--- config.mk ---
export PLATFORM = sky130hd
export DESIGN_NAME = id_stage
export DESIGN_NICKNAME = d
export VERILOG_FILES = /design/src/common/la_decode_pkg.sv /design/src/decoder/ctrl_gen.sv /design/src/decoder/op_match.sv /design/src/hdl/dual_issue.sv /design/src/hdl/id_stage.sv
export SDC_FILE = /design/constraint.sdc
export NUM_CORES = 1
export LEC_CHECK = 0
export ABC_AREA = 1
export BUFFER_PORTS_ARGS = -buffer_cell sky130_fd_sc_hd__buf_2
export CAP_MARGIN = 20
export CORE_AREA = 5 5 235 237
export CTS_CLUSTER_SIZE = 16
export DETAILED_ROUTE_END_ITERATION = 16
export DIE_AREA = 0 0 240 242
export GPL_TIMING_DRIVEN = 0
export PLACE_DENSITY = 0.55
export RECOVER_POWER = 100
export SLEW_MARGIN = 20
export SYNTH_ARGS = -nofsm -noshare
export SYNTH_HDL_FRONTEND = slang
export SYNTH_SLANG_ARGS = --single-unit
--- constraint.sdc ---
create_clock -name clk -period 2.9 [get_ports clk]
set_input_delay 0.58 -clock clk [delete_from_list [all_inputs] [get_ports clk]]
set_output_delay 0.58 -clock clk [all_outputs]
set_load 0.01 [all_outputs]
--- src/common/la_decode_pkg.sv ---
package la_decode_pkg;

  localparam int XLEN       = 32;
  localparam int REG_ADDR_W = 5;
  localparam int ALU_OP_W   = 12;
  localparam int BYTE_EN_W  = 4;

  // link register for bl
  localparam logic [REG_ADDR_W-1:0] RA_REG = 5'd1;

  // major opcode, bits 31:26
  localparam logic [5:0] OP6_ALU  = 6'h00;
  localparam logic [5:0] OP6_MEM  = 6'h0a;
  localparam logic [5:0] OP6_JIRL = 6'h13;
  localparam logic [5:0] OP6_B    = 6'h14;
  localparam logic [5:0] OP6_BL   = 6'h15;
  localparam logic [5:0] OP6_BEQ  = 6'h16;
  localparam logic [5:0] OP6_BNE  = 6'h17;
  localparam logic [5:0] OP6_BLT  = 6'h18;
  localparam logic [5:0] OP6_BGE  = 6'h19;
  localparam logic [5:0] OP6_BLTU = 6'h1a;
  localparam logic [5:0] OP6_BGEU = 6'h1b;

  // 1ri20 forms, bits 31:25
  localparam logic [6:0] OP7_LU12I  = 7'h0a;
  localparam logic [6:0] OP7_PCADDU = 7'h0e;

  // alu group, bits 25:22
  localparam logic [3:0] OP4_3R     = 4'h0;
  localparam logic [3:0] OP4_SHIFTI = 4'h1;
  localparam logic [3:0] OP4_SLTI   = 4'h8;
  localparam logic [3:0] OP4_SLTUI  = 4'h9;
  localparam logic [3:0] OP4_ADDI   = 4'ha;
  localparam logic [3:0] OP4_ANDI   = 4'hd;
  localparam logic [3:0] OP4_ORI    = 4'he;
  localparam logic [3:0] OP4_XORI   = 4'hf;

  // memory group, bits 25:22
  localparam logic [3:0] OP4_LD_B  = 4'h0;
  localparam logic [3:0] OP4_LD_H  = 4'h1;
  localparam logic [3:0] OP4_LD_W  = 4'h2;
  localparam logic [3:0] OP4_ST_B  = 4'h4;
  localparam logic [3:0] OP4_ST_H  = 4'h5;
  localparam logic [3:0] OP4_ST_W  = 4'h6;
  localparam logic [3:0] OP4_LD_BU = 4'h8;
  localparam logic [3:0] OP4_LD_HU = 4'h9;

  // bits 21:20
  localparam logic [1:0] OP2_3R     = 2'h1;
  localparam logic [1:0] OP2_SHIFTI = 2'h0;

  // bits 19:15
  localparam logic [4:0] OP5_ADD  = 5'h00;
  localparam logic [4:0] OP5_SUB  = 5'h02;
  localparam logic [4:0] OP5_SLT  = 5'h04;
  localparam logic [4:0] OP5_SLTU = 5'h05;
  localparam logic [4:0] OP5_NOR  = 5'h08;
  localparam logic [4:0] OP5_AND  = 5'h09;
  localparam logic [4:0] OP5_OR   = 5'h0a;
  localparam logic [4:0] OP5_XOR  = 5'h0b;
  localparam logic [4:0] OP5_SLL  = 5'h0e;
  localparam logic [4:0] OP5_SRL  = 5'h0f;
  localparam logic [4:0] OP5_SRA  = 5'h10;
  localparam logic [4:0] OP5_SLLI = 5'h01;
  localparam logic [4:0] OP5_SRLI = 5'h09;
  localparam logic [4:0] OP5_SRAI = 5'h11;

  typedef union packed {
    struct packed {
      logic [5:0]            op6;
      logic [3:0]            op4;
      logic [1:0]            op2;
      logic [4:0]            op5;
      logic [REG_ADDR_W-1:0] rk;
      logic [REG_ADDR_W-1:0] rj;
      logic [REG_ADDR_W-1:0] rd;
    } fmt_3r;
    struct packed {
      logic [5:0]            op6;
      logic [3:0]            op4;
      logic [11:0]           si12;
      logic [REG_ADDR_W-1:0] rj;
      logic [REG_ADDR_W-1:0] rd;
    } fmt_2ri12;
    struct packed {
      logic [5:0]            op6;
      logic [15:0]           off16;
      logic [REG_ADDR_W-1:0] rj;
      logic [REG_ADDR_W-1:0] rd;
    } fmt_2ri16;
    struct packed {
      logic [6:0]            op7;
      logic [19:0]           si20;
      logic [REG_ADDR_W-1:0] rd;
    } fmt_1ri20;
  } instr_u;

  typedef struct packed {
    logic [XLEN-1:0] pc;
    instr_u          instr;
    logic            pc_is_jump;
  } if_slot_t;

  // one bit per kept instruction
  typedef struct packed {
    logic add_w;
    logic sub_w;
    logic slt;
    logic sltu;
    logic nor_r;
    logic and_r;
    logic or_r;
    logic xor_r;
    logic sll_w;
    logic srl_w;
    logic sra_w;
    logic slli_w;
    logic srli_w;
    logic srai_w;
    logic slti;
    logic sltui;
    logic addi_w;
    logic andi;
    logic ori;
    logic xori;
    logic ld_b;
    logic ld_h;
    logic ld_w;
    logic ld_bu;
    logic ld_hu;
    logic st_b;
    logic st_h;
    logic st_w;
    logic jirl;
    logic b;
    logic bl;
    logic beq;
    logic bne;
    logic blt;
    logic bge;
    logic bltu;
    logic bgeu;
    logic lu12i_w;
    logic pcaddu;
  } inst_hit_t;

  typedef struct packed {
    logic [ALU_OP_W-1:0]   alu_op;
    logic [BYTE_EN_W-1:0]  bit_width;
    logic                  may_jump;
    logic                  use_rj_value;
    logic                  use_less;
    logic                  need_less;
    logic                  use_zero;
    logic                  need_zero;
    logic                  src1_is_pc;
    logic                  src2_is_imm;
    logic                  src2_is_4;
    logic                  gr_we;
    logic                  mem_we;
    logic                  res_from_mem;
    logic                  is_unsigned;
    logic [REG_ADDR_W-1:0] dest;
    logic [XLEN-1:0]       imm;
  } ex_ctrl_t;

  typedef struct packed {
    ex_ctrl_t        ctrl;
    logic [XLEN-1:0] rj_value;
    logic [XLEN-1:0] rkd_value;
    logic [XLEN-1:0] pc;
    logic            pc_is_jump;
  } ex_bundle_t;

  typedef struct packed {
    logic [REG_ADDR_W-1:0] dest;
    logic                  gr_we;
    logic                  use_rj;
    logic                  use_rkd;
    logic                  may_jump;
    logic                  is_ls;
  } hazard_t;

endpackage

--- src/decoder/ctrl_gen.sv ---
`timescale 1ns/100ps
module ctrl_gen (
  input  la_decode_pkg::instr_u                     instr,
  input  la_decode_pkg::inst_hit_t                  hits,
  output la_decode_pkg::ex_ctrl_t                   ctrl,
  output logic [la_decode_pkg::REG_ADDR_W-1:0]      raddr_rj,
  output logic [la_decode_pkg::REG_ADDR_W-1:0]      raddr_rkd,
  output la_decode_pkg::hazard_t                    hz
);
  import la_decode_pkg::*;

  logic [REG_ADDR_W-1:0] rd;
  logic [REG_ADDR_W-1:0] rj;
  logic [REG_ADDR_W-1:0] rk;
  logic [11:0] si12;
  logic [15:0] off16;
  logic is_load;
  logic is_store;
  logic cond_br;
  logic need_ui5;
  logic need_si12;
  logic need_si12_u;
  logic need_si16;
  logic need_si20;
  logic need_si26;

  assign rd    = instr.fmt_3r.rd;
  assign rj    = instr.fmt_3r.rj;
  assign rk    = instr.fmt_3r.rk;
  assign si12  = instr.fmt_2ri12.si12;
  assign off16 = instr.fmt_2ri16.off16;

  assign is_load  = hits.ld_b | hits.ld_h | hits.ld_w | hits.ld_bu | hits.ld_hu;
  assign is_store = hits.st_b | hits.st_h | hits.st_w;
  assign cond_br  = hits.beq | hits.bne | hits.blt | hits.bge | hits.bltu | hits.bgeu;

  assign need_ui5    = hits.slli_w | hits.srli_w | hits.srai_w;
  assign need_si12   = hits.addi_w | hits.slti | hits.sltui | is_load | is_store;
  assign need_si12_u = hits.andi | hits.ori | hits.xori;
  assign need_si16   = hits.jirl | cond_br;
  assign need_si20   = hits.lu12i_w | hits.pcaddu;
  assign need_si26   = hits.b | hits.bl;

  always_comb begin
    // add also forms addresses and link values
    ctrl.alu_op[0]  = hits.add_w | hits.addi_w | is_load | is_store | hits.jirl |
                      hits.bl | hits.pcaddu;
    ctrl.alu_op[1]  = hits.sub_w | hits.beq | hits.bne;
    ctrl.alu_op[2]  = hits.slt | hits.slti | hits.blt | hits.bge;
    ctrl.alu_op[3]  = hits.sltu | hits.sltui | hits.bltu | hits.bgeu;
    ctrl.alu_op[4]  = hits.and_r | hits.andi;
    ctrl.alu_op[5]  = hits.nor_r;
    ctrl.alu_op[6]  = hits.or_r | hits.ori;
    ctrl.alu_op[7]  = hits.xor_r | hits.xori;
    ctrl.alu_op[8]  = hits.sll_w | hits.slli_w;
    ctrl.alu_op[9]  = hits.srl_w | hits.srli_w;
    ctrl.alu_op[10] = hits.sra_w | hits.srai_w;
    ctrl.alu_op[11] = hits.lu12i_w;

    if (hits.ld_w | hits.st_w)
      ctrl.bit_width = 4'hf;
    else if (hits.ld_h | hits.ld_hu | hits.st_h)
      ctrl.bit_width = 4'h3;
    else if (hits.ld_b | hits.ld_bu | hits.st_b)
      ctrl.bit_width = 4'h1;
    else
      ctrl.bit_width = 4'h0;

    ctrl.may_jump     = cond_br | hits.jirl | hits.b | hits.bl;
    ctrl.use_rj_value = hits.jirl;
    ctrl.use_less     = hits.blt | hits.bltu | hits.bge | hits.bgeu;
    ctrl.need_less    = hits.blt | hits.bltu;
    ctrl.use_zero     = hits.beq | hits.bne;
    ctrl.need_zero    = hits.beq;
    ctrl.src1_is_pc   = hits.jirl | hits.bl | hits.pcaddu;
    ctrl.src2_is_imm  = need_ui5 | need_si12 | need_si12_u | need_si20;
    ctrl.src2_is_4    = hits.jirl | hits.bl;
    ctrl.gr_we        = hits.add_w | hits.sub_w | hits.slt | hits.sltu | hits.nor_r |
                        hits.and_r | hits.or_r | hits.xor_r | hits.sll_w | hits.srl_w |
                        hits.sra_w | need_ui5 | hits.slti | hits.sltui | hits.addi_w |
                        need_si12_u | is_load | hits.jirl | hits.bl | need_si20;
    ctrl.mem_we       = is_store;
    ctrl.res_from_mem = is_load;
    ctrl.is_unsigned  = hits.ld_bu | hits.ld_hu;
    ctrl.dest         = hits.bl ? RA_REG : rd;

    if (need_si20)
      ctrl.imm = {instr.fmt_1ri20.si20, 12'b0};
    else if (need_ui5)
      ctrl.imm = {{(XLEN-REG_ADDR_W){1'b0}}, rk};
    else if (need_si26)
      ctrl.imm = {{6{rj[4]}}, rj, rd, off16};
    else if (need_si16)
      ctrl.imm = {{16{off16[15]}}, off16};
    else if (need_si12_u)
      ctrl.imm = {20'b0, si12};
    else if (need_si12)
      ctrl.imm = {{20{si12[11]}}, si12};
    else
      ctrl.imm = '0;
  end

  // branches and stores compare or write rd
  assign raddr_rj  = rj;
  assign raddr_rkd = (cond_br | is_store) ? rd : rk;

  always_comb begin
    hz.dest     = ctrl.dest;
    hz.gr_we    = ctrl.gr_we;
    hz.use_rj   = ctrl.use_rj_value | ~ctrl.src1_is_pc;
    hz.use_rkd  = ~(ctrl.src2_is_imm | ctrl.src2_is_4);
    hz.may_jump = ctrl.may_jump;
    hz.is_ls    = |ctrl.bit_width;
  end

  a_no_store_write: assert final (!(ctrl.mem_we && ctrl.gr_we))
    else $error("ctrl_gen: store also writes a register");

endmodule

--- src/decoder/op_match.sv ---
`timescale 1ns/100ps
module op_match (
  input  la_decode_pkg::instr_u    instr,
  output la_decode_pkg::inst_hit_t hits
);
  import la_decode_pkg::*;

  logic grp_alu;
  logic grp_3r;
  logic grp_shift;
  logic grp_mem;
  logic [4:0] op5;
  logic [3:0] op4;
  logic [5:0] op6;

  assign op6 = instr.fmt_2ri16.op6;
  assign op4 = instr.fmt_2ri12.op4;
  assign op5 = instr.fmt_3r.op5;

  assign grp_alu   = op6 == OP6_ALU;
  assign grp_3r    = grp_alu && op4 == OP4_3R && instr.fmt_3r.op2 == OP2_3R;
  assign grp_shift = grp_alu && op4 == OP4_SHIFTI && instr.fmt_3r.op2 == OP2_SHIFTI;
  assign grp_mem   = op6 == OP6_MEM;

  always_comb begin
    // register forms
    hits.add_w  = grp_3r && op5 == OP5_ADD;
    hits.sub_w  = grp_3r && op5 == OP5_SUB;
    hits.slt    = grp_3r && op5 == OP5_SLT;
    hits.sltu   = grp_3r && op5 == OP5_SLTU;
    hits.nor_r  = grp_3r && op5 == OP5_NOR;
    hits.and_r  = grp_3r && op5 == OP5_AND;
    hits.or_r   = grp_3r && op5 == OP5_OR;
    hits.xor_r  = grp_3r && op5 == OP5_XOR;
    hits.sll_w  = grp_3r && op5 == OP5_SLL;
    hits.srl_w  = grp_3r && op5 == OP5_SRL;
    hits.sra_w  = grp_3r && op5 == OP5_SRA;
    hits.slli_w = grp_shift && op5 == OP5_SLLI;
    hits.srli_w = grp_shift && op5 == OP5_SRLI;
    hits.srai_w = grp_shift && op5 == OP5_SRAI;
    // 12-bit immediate forms
    hits.slti   = grp_alu && op4 == OP4_SLTI;
    hits.sltui  = grp_alu && op4 == OP4_SLTUI;
    hits.addi_w = grp_alu && op4 == OP4_ADDI;
    hits.andi   = grp_alu && op4 == OP4_ANDI;
    hits.ori    = grp_alu && op4 == OP4_ORI;
    hits.xori   = grp_alu && op4 == OP4_XORI;
    hits.ld_b   = grp_mem && op4 == OP4_LD_B;
    hits.ld_h   = grp_mem && op4 == OP4_LD_H;
    hits.ld_w   = grp_mem && op4 == OP4_LD_W;
    hits.ld_bu  = grp_mem && op4 == OP4_LD_BU;
    hits.ld_hu  = grp_mem && op4 == OP4_LD_HU;
    hits.st_b   = grp_mem && op4 == OP4_ST_B;
    hits.st_h   = grp_mem && op4 == OP4_ST_H;
    hits.st_w   = grp_mem && op4 == OP4_ST_W;
    // branches and jumps, major opcode only
    hits.jirl   = op6 == OP6_JIRL;
    hits.b      = op6 == OP6_B;
    hits.bl     = op6 == OP6_BL;
    hits.beq    = op6 == OP6_BEQ;
    hits.bne    = op6 == OP6_BNE;
    hits.blt    = op6 == OP6_BLT;
    hits.bge    = op6 == OP6_BGE;
    hits.bltu   = op6 == OP6_BLTU;
    hits.bgeu   = op6 == OP6_BGEU;
    hits.lu12i_w = instr.fmt_1ri20.op7 == OP7_LU12I;
    hits.pcaddu  = instr.fmt_1ri20.op7 == OP7_PCADDU;
  end

  // groups must not overlap in the encoding space
  a_hits_onehot: assert final ($onehot0(hits))
    else $error("op_match: more than one instruction hit for %h", instr);

endmodule

--- src/hdl/dual_issue.sv ---
`timescale 1ns/100ps
module dual_issue (
  input  logic                                  clk,
  input  logic                                  rst_n,
  input  logic                                  if_valid0,
  input  logic                                  if_valid1,
  input  la_decode_pkg::hazard_t                hz0,
  input  la_decode_pkg::hazard_t                hz1,
  input  logic [la_decode_pkg::REG_ADDR_W-1:0]  raddr1_rj,
  input  logic [la_decode_pkg::REG_ADDR_W-1:0]  raddr1_rkd,
  input  la_decode_pkg::ex_bundle_t             bundle0,
  input  la_decode_pkg::ex_bundle_t             bundle1,
  input  logic                                  ex_ready,
  input  logic                                  flush,
  output logic [1:0]                            pop,
  output la_decode_pkg::ex_bundle_t             ex_instr0,
  output la_decode_pkg::ex_bundle_t             ex_instr1,
  output logic                                  ex_valid0,
  output logic                                  ex_valid1
);

  logic raw_hit;
  logic need_single;
  logic issue0;
  logic issue1;

  // slot 1 reads what slot 0 writes
  assign raw_hit = hz0.gr_we && (|hz0.dest) &&
                   ((hz0.dest == raddr1_rj && hz1.use_rj) ||
                    (hz0.dest == raddr1_rkd && hz1.use_rkd));

  assign need_single = hz0.may_jump | hz0.is_ls | hz1.is_ls | raw_hit;

  assign issue0 = if_valid0;
  // slot 1 never goes alone
  assign issue1 = if_valid0 & if_valid1 & ~need_single;

  assign pop = {issue1 & ex_ready, issue0 & ex_ready};

  always_ff @(posedge clk) begin
    if (!rst_n || flush) begin
      ex_instr0 <= '0;
      ex_instr1 <= '0;
      ex_valid0 <= 1'b0;
      ex_valid1 <= 1'b0;
    end else if (ex_ready) begin
      ex_instr0 <= bundle0;
      ex_instr1 <= bundle1;
      ex_valid0 <= issue0;
      ex_valid1 <= issue1;
    end
  end

  a_valid_order: assert property (@(posedge clk) disable iff (!rst_n)
    ex_valid1 |-> ex_valid0)
    else $error("dual_issue: slot 1 valid without slot 0");

  a_stall_no_pop: assert property (@(posedge clk) disable iff (!rst_n)
    !ex_ready |-> pop == 2'b00)
    else $error("dual_issue: pop while execute stalls");

  a_pop_order: assert property (@(posedge clk) disable iff (!rst_n)
    pop[1] |-> pop[0])
    else $error("dual_issue: slot 1 popped ahead of slot 0");

endmodule

--- src/hdl/id_stage.sv ---
`timescale 1ns/100ps
module id_stage (
  input  logic                                        clk,
  input  logic                                        rst_n,
  input  la_decode_pkg::if_slot_t                     if_slot0,
  input  la_decode_pkg::if_slot_t                     if_slot1,
  input  logic                                        if_valid0,
  input  logic                                        if_valid1,
  input  logic [3:0][la_decode_pkg::XLEN-1:0]         rf_rdata,
  input  logic                                        ex_ready,
  input  logic                                        flush,
  output logic [1:0]                                  pop,
  output logic [3:0][la_decode_pkg::REG_ADDR_W-1:0]   rf_raddr,
  output la_decode_pkg::ex_bundle_t                   ex_instr0,
  output la_decode_pkg::ex_bundle_t                   ex_instr1,
  output logic                                        ex_valid0,
  output logic                                        ex_valid1
);
  import la_decode_pkg::*;

  inst_hit_t  hits0;
  inst_hit_t  hits1;
  ex_ctrl_t   ctrl0;
  ex_ctrl_t   ctrl1;
  hazard_t    hz0;
  hazard_t    hz1;
  ex_bundle_t bundle0;
  ex_bundle_t bundle1;

  // lane 0 on ports 0 and 1
  op_match u_match0 (
    .instr (if_slot0.instr),
    .hits  (hits0)
  );

  ctrl_gen u_ctrl0 (
    .instr     (if_slot0.instr),
    .hits      (hits0),
    .ctrl      (ctrl0),
    .raddr_rj  (rf_raddr[0]),
    .raddr_rkd (rf_raddr[1]),
    .hz        (hz0)
  );

  // lane 1 on ports 2 and 3
  op_match u_match1 (
    .instr (if_slot1.instr),
    .hits  (hits1)
  );

  ctrl_gen u_ctrl1 (
    .instr     (if_slot1.instr),
    .hits      (hits1),
    .ctrl      (ctrl1),
    .raddr_rj  (rf_raddr[2]),
    .raddr_rkd (rf_raddr[3]),
    .hz        (hz1)
  );

  assign bundle0 = '{ctrl:       ctrl0,
                     rj_value:   rf_rdata[0],
                     rkd_value:  rf_rdata[1],
                     pc:         if_slot0.pc,
                     pc_is_jump: if_slot0.pc_is_jump};

  assign bundle1 = '{ctrl:       ctrl1,
                     rj_value:   rf_rdata[2],
                     rkd_value:  rf_rdata[3],
                     pc:         if_slot1.pc,
                     pc_is_jump: if_slot1.pc_is_jump};

  dual_issue u_issue (
    .clk        (clk),
    .rst_n      (rst_n),
    .if_valid0  (if_valid0),
    .if_valid1  (if_valid1),
    .hz0        (hz0),
    .hz1        (hz1),
    .raddr1_rj  (rf_raddr[2]),
    .raddr1_rkd (rf_raddr[3]),
    .bundle0    (bundle0),
    .bundle1    (bundle1),
    .ex_ready   (ex_ready),
    .flush      (flush),
    .pop        (pop),
    .ex_instr0  (ex_instr0),
    .ex_instr1  (ex_instr1),
    .ex_valid0  (ex_valid0),
    .ex_valid1  (ex_valid1)
  );

endmodule

* Word level (Yosys, flattened, before mapping) *
Index checks and enable logic that the tools add are counted.

operators by class
  eq/ne operators = 74
  mux-type cells = 22
  bitwise logic cells = 168
  reduce and logical (&&, ||, !) cells = 82

operators by type and width
  kind                                                                   count
  32-bit two-way mux                                                     12
  1-bit bitwise OR                                                       161
  6-bit by 5-bit equality test with 1-bit output, second input constant  18
  1-bit logical AND                                                      68
  5-bit by 4-bit equality test with 1-bit output, second input constant  12
  4-bit equality test, second input constant                             12
  7-bit by 4-bit equality test with 1-bit output, second input constant  4
  4-bit by 3-bit equality test with 1-bit output, second input constant  6
  5-bit by 3-bit equality test with 1-bit output, second input constant  4
  5-bit equality test, second input constant                             4
  5-bit two-way mux                                                      4
  4-bit two-way mux                                                      4
  6-bit by 4-bit equality test with 1-bit output, second input constant  2
  6-bit logical NOT                                                      2
  5-bit by 1-bit equality test with 1-bit output, second input constant  2
  5-bit by 2-bit equality test with 1-bit output, second input constant  2
  5-bit equality test                                                    2
  5-bit logical NOT                                                      2
  4-bit by 1-bit equality test with 1-bit output, second input constant  2
  4-bit by 2-bit equality test with 1-bit output, second input constant  2
  4-bit logical NOT                                                      2
  4-bit OR reduction                                                     2
  5-bit OR reduction                                                     1
  1-bit AND                                                              4
  6 further kinds                                                        12

storage, ports and cells
  register bits = 328
  word-level logic and storage cells = 390

* Longest topological paths before layout *
Gate-level depths: netlist of the first run.

  word-level depth = 29
  mapped depth = 15
  gate-level depth less buffers = 15

* Modules after synthesis *
From an unflattened synthesis of the first run, not the netlist that was laid out.

unflattened totals
  cell total of the unflattened synthesis = 2,149
  area total of the unflattened synthesis = 14,824.2 um^2

by module, submodules not included
  module      times used  cells an instance  area an instance (um^2)
  dual_issue  1           1,485              11,436.0
  ctrl_gen    2           217                1,149.9
  op_match    2           115                544.3

* Worst setup path after synthesis of the first run *
Ideal clock, no wire load.

  kind = input to output
  start point = input port if_slot0[26] (netlist bit)
  end point = output port pop[1]
  arrival = 1.840 ns
  data required time = 2.320 ns
  setup slack = 0.480 ns
  cell stages on the path = 14
  path buffers = 2
  cells stage by stage = buf_2 -> nor2_2 -> nand2_1 -> nor3_2 -> buf_4 -> nand3_1 -> nand3_1 -> nor2_1 -> nand2_1 -> nor2_1 -> nor2_1 -> nand2_1 -> nand2_1 -> inv_1

between the ends
  longest elaborated chain between the ends = 29
  elaborated cells between the ends (all ways) = 91

ends and longest elaborated chain
  item                                  line                            source
  from (decl)                           id_stage.sv:5                   input la_decode_pkg::if_slot_t if_slot0,
  4-bit logical NOT                     op_match.sv:21, op_match.sv:48
  1-bit logical AND (2 in a row)        op_match.sv:21                  assign grp_3r = grp_alu && op4 == OP4_3R && instr.fmt_3r.op2 == OP2_3R;
  1-bit logical AND (on tied branches)  op_match.sv:27, op_match.sv:28
  1-bit bitwise OR (5 in a row)         ctrl_gen.sv:78                  ctrl.gr_we = hits.add_w | hits.sub_w | hits.slt | hits.sltu | hits.nor_r |
  1-bit bitwise OR (5 in a row)         ctrl_gen.sv:79                  hits.and_r | hits.or_r | hits.xor_r | hits.sll_w | hits.srl_w |
  1-bit bitwise OR (5 in a row)         ctrl_gen.sv:80                  hits.sra_w | need_ui5 | hits.slti | hits.sltui | hits.addi_w |
  1-bit bitwise OR (4 in a row)         ctrl_gen.sv:81                  need_si12_u | is_load | hits.jirl | hits.bl | need_si20;
  1-bit logical AND (2 in a row)        dual_issue.sv:28                assign raw_hit = hz0.gr_we && (|hz0.dest) &&
  1-bit bitwise OR (*)                  dual_issue.sv:32                assign need_single = hz0.may_jump | hz0.is_ls | hz1.is_ls | raw_hit;
  1-bit NOT (*)                         dual_issue.sv:36                assign issue1 = if_valid0 & if_valid1 & ~need_single;
  1-bit AND (*)                         dual_issue.sv:36
  1-bit AND (*)                         dual_issue.sv:38                assign pop = {issue1 & ex_ready, issue0 & ex_ready};
  to (decl)                             id_stage.sv:12                  output logic [1:0] pop,

Mark *: on every way between the ends. The rest lies on a longest branch, timed or not.

* Final worst setup path of the first run *
  start point = input port if_slot0[30] (netlist bit)
  end point = output port pop[1]

between the ends
  longest elaborated chain between the ends = 29
  elaborated cells between the ends (all ways) = 105

ends and longest elaborated chain
  item                                  line                            source
  6-bit logical NOT                     op_match.sv:20                  assign grp_alu = op6 == OP6_ALU;
  1-bit logical AND (2 in a row)        op_match.sv:21
  1-bit logical AND (on tied branches)  op_match.sv:27, op_match.sv:28
  1-bit bitwise OR (5 in a row)         ctrl_gen.sv:78
  1-bit bitwise OR (5 in a row)         ctrl_gen.sv:79
  1-bit bitwise OR (5 in a row)         ctrl_gen.sv:80
  1-bit bitwise OR (4 in a row)         ctrl_gen.sv:81
  1-bit logical AND (2 in a row)        dual_issue.sv:28
  1-bit bitwise OR (*)                  dual_issue.sv:32
  1-bit NOT (*)                         dual_issue.sv:36
  1-bit AND (*)                         dual_issue.sv:36
  1-bit AND (*)                         dual_issue.sv:38

Marked as above.

==> flow_summary_export.csv, run 1 <==
group,metric,value,unit
pwr,p_leak,7.59,nW
placement,dpl.cell_count,3136,
floorplanning,ioPinCount,614,
sta,timing.final.crit_share,97.9,%
yosys,synthMuxAreaShare,0.336,%
pwr,clockPowerShare,46.0,%
placement,dpl_worst_slack,-532,ps
pwr,p_seq_share,42.4,%
yosys,async_flop_share,0,%
worst_setup_path,start_kind,"input port",
yosys,synth_top_family_by_area,"simple AND/OR/NAND/NOR gates",
final_layout,nets,2764,
sta,slew_viol_final,0,
worst_setup_path,cp_cell_sequence,"buf_2 -> inv_1 -> nand2_1 -> nor2_4 -> nand3_4 -> nand2_4 -> inv_1 -> nand3_1 -> nand2_1 -> nor2_1 -> nand2_1 -> o21ai_2 -> nand2_2 -> nand2_4 -> inv_2 -> buf_6",
worst_setup_path,cp.arrival,2260,ps
yosys,synth_cell_types,45,
clock_network,cts_hold_buf,0,
drt,viasPerCell,4.77,
yosys,synth-seq-area-share,48.6,%
sta,setup_ws,59.7,ps
global_routing,grt_first_pass_wirelength,98.9,mm
yosys,synthesis.nets,2095,
worst_setup_path,crit_required,2320,ps
worst_setup_path,reg2reg_from,"u_issue.ex_instr0[153]$_SDFFE_PP0P_",
pwr,switching_share,26.8,%
clock_network,clk_pin_slew,60,ps
yosys,yosysTopAreaCellShare,48.6,%
floorplanning,die_h,242,um
global_routing,grt_pass1_vias,15300,
clock_network,cts_buffer_depth,3,
worst_setup_path,worstSetupStartpoint,"if_slot0[30]",
final_layout,instances_no_fill,3230,
drt,vias,15400,
sta,rsz0062_at_grt,"yes",
run_status,status,"complete, no violations",
yosys,yosys.area.top_type,"dfxtp_1",
global_routing,antenna_found_initial,9,
yosys,avgSynthCellArea,7.33,sq um
final_layout,multi_input_area,6130,sq um
worst_setup_path,crit_path_end,"pop[1]",
placement,dp_hpwl,55.1,mm
clock_network,cts_tree,"built",
clock_network,cts.sinks,326,
final_layout,regArea,6530,sq um
clock_network,root_buffer,"clkbuf_16",
yosys,synth-adder-area-share,0,%
yosys,synth_area_leaders,"dfxtp_1 49%, nand2_1 16%, a21oi_1 12%, nand3_1 2.8%, o21ai_0 2.7%",
floorplanning,die_area,58100,sq um
clock_network,htree_levels,2,
yosys,synth_compound_area_share,18.7,%
yosys,ys_top_cells_by_count,"571 x nand2_1, 326 x dfxtp_1, 316 x a21oi_1, 95 x inv_1, 88 x nor2_1",
drt,ant_nets,0,
pwr,p_sw,2.96,mW
global_routing,overflow,0,
worst_setup_path,r2r_end,"u_issue.ex_instr0[153]$_SDFFE_PP0P_",
final_layout,drive_gt1_share,18.9,%
yosys,ys_ff_latch,326,
clock_network,clk_latency,540,ps
final_layout,area_growth,39.0,%
yosys,yosysWarnings,0,
worst_setup_path,critPathCaptureType,"output port",
worst_setup_path,cpMostUsedCell,"nand2_1",
global_routing,grt_max_degree,13,
drt,wl,68.8,mm
sta,hold_viol_final,0,
sta,setup_violations,0,
drt,drcViolationCount,0,
sta,tightest_slew,1060,ps
final_layout,fill_cells,5888,
sta,skew,0,ps
drt,first_iter_violations,1071,
placement,gp_congestion,0.919,
worst_setup_path,crit_path_max_fanout,6,
min_path,hold_path_class,"input port to register",
pwr,irDropWorstVdd,0.362,mV
floorplanning,core,53100,sq um
pwr,intPower,8.08,mW
worst_setup_path,cpPeakStageDelay,170,ps
drt,avgRoutedWirePerCell,21.3,um
sta,maxSlewHeadroom,29.4,%
floorplanning,start_util,25.3,%
floorplanning,dieWidth,240,um
clock_network,cts_buffers,40,
sta,period_minus_slack,2840,ps
yosys,yosys.area_share.simple,24.8,%
flow_run,drv_cap,0,
drt,firstDrtPassIters,5,
worst_setup_path,r2r_setup_slack,2120,ps
yosys,ys.flop_type,"dfxtp_1",
worst_setup_path,cp_slowest_cell,"nand3_4",
global_routing,grtUsageTotal,22.4,%
sta,max_freq,352,MHz
yosys,synthXorXnorAreaFrac,0.261,%
yosys,yosysMostFrequentCell,"nand2_1",
pwr,power_density,592,nW/um^2
worst_setup_path,critPathKind,"input port to output port",
worst_setup_path,reg2reg_depth,2,
floorplanning,std_cell_rows,85,
yosys,netlist_instances,1831,
pwr,p_comb_share,11.6,%
placement,port_buffers,609,
yosys,synth_edf_count,0,
yosys,syn-cell-area,13400,sq um
sta,fin_setup_tns,0,ps
-- through the flow --
stage          hold slack [ps]  utilization [%]  area (sq um)  total power [mW]
5_1_grt                    249             35.1         18700              11.5
6_report                   280             35.1         18700              11.0
4_1_cts                    244             35.7         18900              11.2
3_3_place_gp               446             32.7         17300              6.05
2_1_floorplan              484                -         13400              5.36
3_5_place_dp               449             32.7         17300              6.06
-- placed cells by master (no fill, tap or decap), types with 4 or more instances in the layout --
cell type / n
clkbuf_1: 444
inv_1: 91
buf_2: 278
a31oi_1: 14
buf_6: 8
nor2_2: 12
nor3_2: 4
nand3_1: 71
nand3_2: 10
buf_4: 26
nand2_4: 7
nor2_4: 15
xnor2_1: 4
clkinv_2: 8
nor2_1: 75
a21oi_2: 6
diode_2: 6
nand2_2: 12
o21ai_1: 8
nor3_1: 11
clkbuf_8: 8
a22oi_1: 8
nand4_1: 10
inv_2: 12
o21ai_2: 4
a21oi_1: 316
dfxtp_1: 326
nand2_1: 559
mux2_2: 4
o21ai_0: 71
clkbuf_16: 41
o211ai_1: 26
-- repair_timing --
| action | in CTS | in global routing |
|---|---|---|
| buffers inserted | 11 | 5 |
| pin swaps | 11 | 18 |
| setup endpoints to repair | 5 | 1 |
| gates resized for setup | 38 | 36 |
| endpoints found under the hold margin | 0 | 0 |
| gates cloned | 2 | 0 |
-- power groups by stage --
| stage | Sequential, mW | Combinational (mW) | Clock (mW) |
|---|---|---|---|
| after floorplan | 4.83 | 0.535 | 0 |
| after global placement | 4.77 | 1.28 | 0 |
| after detailed placement | 4.78 | 1.28 | 0 |
| after CTS | 4.68 | 1.31 | 5.20 |
| after global routing | 4.70 | 1.40 | 5.39 |
| final | 4.68 | 1.28 | 5.07 |
-- per-layer routing --
layer  wire length [um]  part of all wire, %  vias to the layer above  global-route usage, %
li1                   -                    -                     7361                      -
met1              27900                   41                     7184                   27.6
met2              32600                   47                      689                   37.3
met3               5350                  7.8                      156                   5.86
met4               2900                  4.2                        4                   9.10
met5                 27                0.039                        -                      0
-- registers in the layout, summed over array words and instances (netlist names) --
register / count
u_issue.ex_valid0: 1
u_issue.ex_instr1: 162
u_issue.ex_instr0: 162
u_issue.ex_valid1: 1
-- critical path, delay by kind of cell --
| kind | cells | cell delay [ps] |
|---|---|---|
| and+or+nand+nor | 10 | 1100 |
| buffers and inverters | 5 | 420 |
| AOI/OAI and AO/OA | 1 | 170 |
-- layout make-up --
cell class | count | area share, %
Timing Repair Buffer | 626 | 15.1
Buffer | 130 | 3.11
Inverter | 105 | 2.14
Sequential cell | 326 | 35.0
Clock inverter | 14 | 0.838
Antenna cell | 6 | 0.0805
Multi-Input combinational cell | 1271 | 32.9
Clock buffer | 56 | 6.23
Tap cell | 696 | 4.67
-- cells by family after synthesis --
| family | after synthesis |
|---|---|
| DFF | 326 |
| buffers and inverters | 235 |
| xor gates and xnor gates | 4 |
| and+or+nand+nor | 797 |
| muxes | 4 |
| AOI/OAI and AO/OA | 465 |
-- how the worst min path moves through the flow --
stage | startpoint | to | slack (ps) | depth (start not counted)
global route | if_slot1[0] | u_issue.ex_instr1[0]$_SDFFE_PP0P_ | 250 | 3
detailed placement | u_issue.ex_instr0[36]$_SDFFE_PP0P_ | u_issue.ex_instr0[36]$_SDFFE_PP0P_ | 450 | 2
CTS | if_slot1[0] | u_issue.ex_instr1[0]$_SDFFE_PP0P_ | 240 | 3
finish | if_slot0[44] | u_issue.ex_instr0[12]$_SDFFE_PP0P_ | 280 | 3
global placement | u_issue.ex_instr1[88]$_SDFFE_PP0P_ | u_issue.ex_instr1[88]$_SDFFE_PP0P_ | 450 | 2
floorplan | u_issue.ex_instr0[18]$_SDFFE_PP0P_ | u_issue.ex_instr0[18]$_SDFFE_PP0P_ | 480 | 2
No activity file was read; power rests on OpenSTA's default activity.
==> inputs of run 2 (changes only) <==
- GPL_TIMING_DRIVEN: 0 -> not set
==> flow_summary_export.csv, run 2 (synthesized netlist as in run 1, its figures left out) <==
group,metric,value,unit
placement,dpl.cell_count,3071,
pwr,intPower,7.64,mW
floorplanning,start_util,25.3,%
flow_run,drv_cap,5,
sta,skew,0,ps
sta,timing.final.crit_share,96.8,%
final_layout,instances_no_fill,3146,
worst_setup_path,start_kind,"input port",
floorplanning,core,53100,sq um
sta,hold_viol_final,0,
pwr,p_leak,7.50,nW
global_routing,grt_pass1_vias,14400,
global_routing,grt_first_pass_wirelength,87.7,mm
final_layout,final_common_cell,"nand2_1",
drt,ant_nets,0,
run_status,violations,"max-capacitance violations, max-slew violations",
global_routing,gr-usage-met1,23.8,%
min_path,hold_path_class,"input port to register",
drt,wl,59.4,mm
clock_network,clk_pin_slew,60,ps
floorplanning,die_area,58100,sq um
clock_network,htree_levels,2,
placement,placed_cell_area,17400,sq um
pwr,switching_share,26.6,%
sta,maxSlewHeadroom,-27.1,%
floorplanning,ioPinCount,614,
final_layout,biggestRegsByFlops,"u_issue.ex_instr0 (162), u_issue.ex_instr1 (162)",
sta,slew_viol_final,359,
placement,port_buffers,613,
final_layout,drive_gt1_share,19.4,%
drt,first_iter_violations,1010,
sta,max_freq,356,MHz
sta,holdWs,288,ps
worst_setup_path,critPathKind,"input port to output port",
pwr,clockPowerShare,43.5,%
drt,avgRoutedWirePerCell,18.9,um
worst_setup_path,crit_required,2320,ps
pwr,p_total,10.4,mW
global_routing,gr-max-usage-layer,"met2",
final_layout,final_cell_mix,"568 x nand2_1, 351 x clkbuf_1, 326 x dfxtp_1",
drt,drcViolationCount,0,
sta,setup_violations,0,
pwr,p_comb_share,11.6,%
clock_network,cts_hold_buf,0,
clock_network,clk_latency,530,ps
drt,firstDrtPassIters,7,
global_routing,antenna_found_initial,6,
sta,tightest_slew,1910,ps
final_layout,area_growth,35.9,%
global_routing,met3_usage,4.04,%
pwr,irDropWorstVdd,0.346,mV
floorplanning,dieWidth,240,um
worst_setup_path,crit_path_max_fanout,6,
pwr,p_seq_share,45.0,%
final_layout,final_util,34.4,%
floorplanning,die_h,242,um
worst_setup_path,cp.arrival,2230,ps
clock_network,root_buffer,"clkbuf_16",
final_layout,nets,2687,
clock_network,cts.sinks,326,
global_routing,overflow,0,
global_routing,grt_max_degree,171,
run_status,status,"complete, but fails checks",
placement,dp_hpwl,44.9,mm
placement,gp_congestion,0.895,
floorplanning,std_cell_rows,85,
sta,period_minus_slack,2810,ps
drt,vias,14800,
clock_network,cts_buffers,39,
clock_network,cts_tree,"built",
pwr,p_sw,2.77,mW
worst_setup_path,r2r_setup_slack,2090,ps
final_layout,final_area,18200,sq um
global_routing,grtUsageTotal,19.1,%
clock_network,cts_buffer_depth,3,
global_routing,gr-usage-met2,33.0,%
pwr,power_density,571,nW/um^2
worst_setup_path,critPathCaptureType,"output port",
drt,viasPerCell,4.72,
[run 2: changes by cell type in the layout (fill, tap and decap cells not counted), moves of 4 or more]
cell and delta:
buf_2 -5, buf_4 +32, buf_6 -7, clkbuf_1 -93, clkinv_2 -5, nand2_1 +9
nand2_2 -5, nand2_4 -4
[run 2: cell type report]
| type | count | area [sq um] |
|---|---|---|
| Antenna cell | 5 | 12.5 |
| Multi-Input combinational cell | 1270 | 6060 |
| Inverter | 105 | 404 |
| Sequential cell | 326 | 6530 |
| Timing Repair Buffer | 681 | 3220 |
| Clock buffer | 58 | 1110 |
| Tap cell | 696 | 871 |
| Fill cell | 5912 | 34800 |
| Clock inverter | 5 | 32.5 |
[run 2: per-stage QoR]
stage,setup WS (ps),TNS [ps]
after floorplan,480,0
after global placement,-28.4,-28.4
after detailed placement,17.1,0
after CTS,16.6,0
after global routing,-8.66,-8.66
final,93.6,0
[run 2: final timing paths]
path	from	to	cells past startpoint
max	if_slot1[29]	pop[1]	16
min	if_slot1[56]	u_issue.ex_instr1[24]$_SDFFE_PP0P_	3
max reg2reg	u_issue.ex_instr0[153]$_SDFFE_PP0P_	u_issue.ex_instr0[153]$_SDFFE_PP0P_	2
min reg2reg	u_issue.ex_instr1[70]$_SDFFE_PP0P_	u_issue.ex_instr1[70]$_SDFFE_PP0P_	2
[run 2: power groups by stage]
stage	Sequential [mW]	Clock [mW]	Combinational (mW)
after global routing	4.69	4.87	1.32
after CTS	4.68	4.68	1.24
after detailed placement	4.77	0	1.23
after global placement	4.77	0	1.23
after floorplan	4.83	0	0.535
final	4.68	4.52	1.20
[run 2: worst max-delay path: stages]
cell and delay (ps):
buf_2 160, inv_2 70, nand2_4 100, nor2_4 60
nor2_8 130, buf_4 170, nand3_1 100, nand3_1 90
nand2_1 50, nor2_1 90, nand2_1 70, o21ai_2 160
nand2_1 100, nand2_2 70, inv_1 70, buf_2 140
[run 2: metal layers]
layer	part of all wire, %	wire (um)
met1	41	24200
met5	0.022	13
met3	7.1	4200
met2	49	29100
met4	3.2	1920
[run 2: what timing repair did]
action | in CTS | in global routing
setup buffers | 0 | 6
gates resized for setup | 0 | 41
setup endpoints to repair | 0 | 1
==> inputs of run 3 (changes only) <==
- CAP_MARGIN: 20 -> not set
- SETUP_SLACK_MARGIN: not set -> 0.2
==> flow_summary_export.csv, run 3 (synthesized netlist as in run 1, its figures left out) <==
group,metric,value,unit
run_status,status,"complete, but fails checks",
run_status,violations,"max-capacitance violations, max-slew violations",
sta,maxSlewHeadroom,-26.0,%
sta,period_minus_slack,2780,ps
global_routing,grtUsageTotal,19.2,%
placement,gp_congestion,0.895,
final_layout,instances_no_fill,3154,
sta,fin_setup_tns,0,ps
pwr,power_density,564,nW/um^2
pwr,irDropWorstVdd,0.345,mV
worst_setup_path,crit_family,"buffers and inverters",
final_layout,final_cell_mix,"555 x nand2_1, 356 x clkbuf_1, 326 x dfxtp_1",
drt,ant_nets,0,
worst_setup_path,cp_slowest_cell,"mux2_2",
final_layout,nets,2696,
sta,skew,0,ps
worst_setup_path,crit_required,2320,ps
clock_network,cts.sinks,326,
clock_network,htree_levels,2,
worst_setup_path,critPathCaptureType,"output port",
final_layout,final_common_cell,"nand2_1",
drt,firstDrtPassIters,5,
worst_setup_path,start_kind,"input port",
placement,port_buffers,613,
sta,slew_viol_final,358,
floorplanning,start_util,25.3,%
drt,viasPerCell,4.72,
clock_network,clk_pin_slew,60,ps
worst_setup_path,critPathKind,"input port to output port",
global_routing,grt_max_degree,171,
floorplanning,die_h,242,um
global_routing,grt_pass1_vias,14500,
worst_setup_path,cpPeakStageDelay,380,ps
drt,avgRoutedWirePerCell,19.0,um
worst_setup_path,crit_path_max_fanout,6,
floorplanning,std_cell_rows,85,
drt,drcViolationCount,0,
placement,dpl.cell_count,3071,
global_routing,overflow,0,
global_routing,antenna_found_initial,6,
placement,dp_hpwl,44.9,mm
final_layout,final_area,18500,sq um
clock_network,cts_buffers,39,
worst_setup_path,cp_cell_sequence,"buf_6 -> inv_1 -> nand2_2 -> nor2_4 -> buf_4 -> inv_1 -> nor2_1 -> nor2_1 -> nand2_1 -> clkbuf_2 -> mux2_2 -> clkbuf_2",
clock_network,cts_buffer_depth,3,
sta,hold_viol_final,0,
worst_setup_path,cp.arrival,2200,ps
sta,setup_violations,0,
drt,first_iter_violations,1004,
pwr,p_leak,7.57,nW
final_layout,drive_gt1_share,20.7,%
clock_network,root_buffer,"clkbuf_16",
min_path,hold_path_class,"input port to register",
flow_run,drv_cap,5,
floorplanning,ioPinCount,614,
worst_setup_path,r2r_setup_slack,2080,ps
floorplanning,core,53100,sq um
clock_network,cts_hold_buf,0,
clock_network,cts_tree,"built",
final_layout,biggestRegsByFlops,"u_issue.ex_instr0 (162), u_issue.ex_instr1 (162)",
sta,tightest_slew,1890,ps
sta,timing.final.crit_share,95.7,%
final_layout,area_growth,37.8,%
pwr,p_total,10.4,mW
placement,placed_cell_area,17400,sq um
worst_setup_path,path_buf_inv,6,
sta,rsz0062_at_grt,"yes",
drt,wl,59.8,mm
drt,vias,14900,
floorplanning,die_area,58100,sq um
global_routing,grt_first_pass_wirelength,88.1,mm
final_layout,final_util,34.9,%
sta,max_freq,360,MHz
clock_network,clk_latency,530,ps
floorplanning,dieWidth,240,um
==> run 3: cell types whose count changed in the layout (fill, tap and decap cells not counted), sizes merged <==
cell    before  now
buf        338  340
nor2       102  103
clkbuf     401  407
diode        5    4
==> run 3: path summary, 6_finish.rpt <==
check,from,end,cells past startpoint
worst max-delay path,if_slot0[32],rf_raddr[8],12
worst min-delay path,if_slot1[56],u_issue.ex_instr1[24]$_SDFFE_PP0P_,3
worst min register to register,u_issue.ex_instr1[70]$_SDFFE_PP0P_,u_issue.ex_instr1[70]$_SDFFE_PP0P_,2
worst max register to register,u_issue.ex_instr0[153]$_SDFFE_PP0P_,u_issue.ex_instr0[153]$_SDFFE_PP0P_,2
==> run 3: layer usage <==
| metal | global-route usage [%] | wire length [um] | vias up |
|---|---|---|---|
| met5 | 0 | 13 | - |
| met4 | 5.92 | 1940 | 2 |
| met3 | 4.13 | 4380 | 101 |
| met2 | 33.3 | 29300 | 584 |
| met1 | 23.7 | 24200 | 7004 |
| li1 | - | - | 7210 |
==> run 3: final cells by class <==
cell class	instances	area [sq um]
Fill cell	5894	34600
Sequential cell	326	6530
Multi-Input combinational cell	1271	6180
Timing Repair Buffer	689	3360
Clock buffer	58	1110
Tap cell	696	871
Inverter	105	414
Clock inverter	5	32.5
Antenna cell	4	10.0
==> run 3: repair_timing <==
action,CTS,global route
setup endpoints to repair,1,5
gates cloned,1,1
pin swaps,18,21
hold endpoints to repair,0,0
buffers inserted,2,12
resized for setup,53,52
==> run 3: metrics by stage <==
step	hold WS (ps)	worst slack (ps)
after floorplan	484	480
after global placement	445	-28.4
after detailed placement	449	17.1
after CTS	242	201
after global routing	258	48.9
final	288	123
==> run 3: worst min-delay path, cell delays in order <==
cell     delay [ps]
buf_2           100
nand2_1          50
a21oi_1          50
==> run 3: power breakdown <==
| group | internal, mW | leakage [nW] | total [mW] | switching [mW] |
|---|---|---|---|---|
| logic | 0.425 | 4.36 | 1.23 | 0.810 |
| registers | 4.61 | 2.65 | 4.68 | 0.0712 |
| clock network | 2.62 | 0.560 | 4.53 | 1.90 |
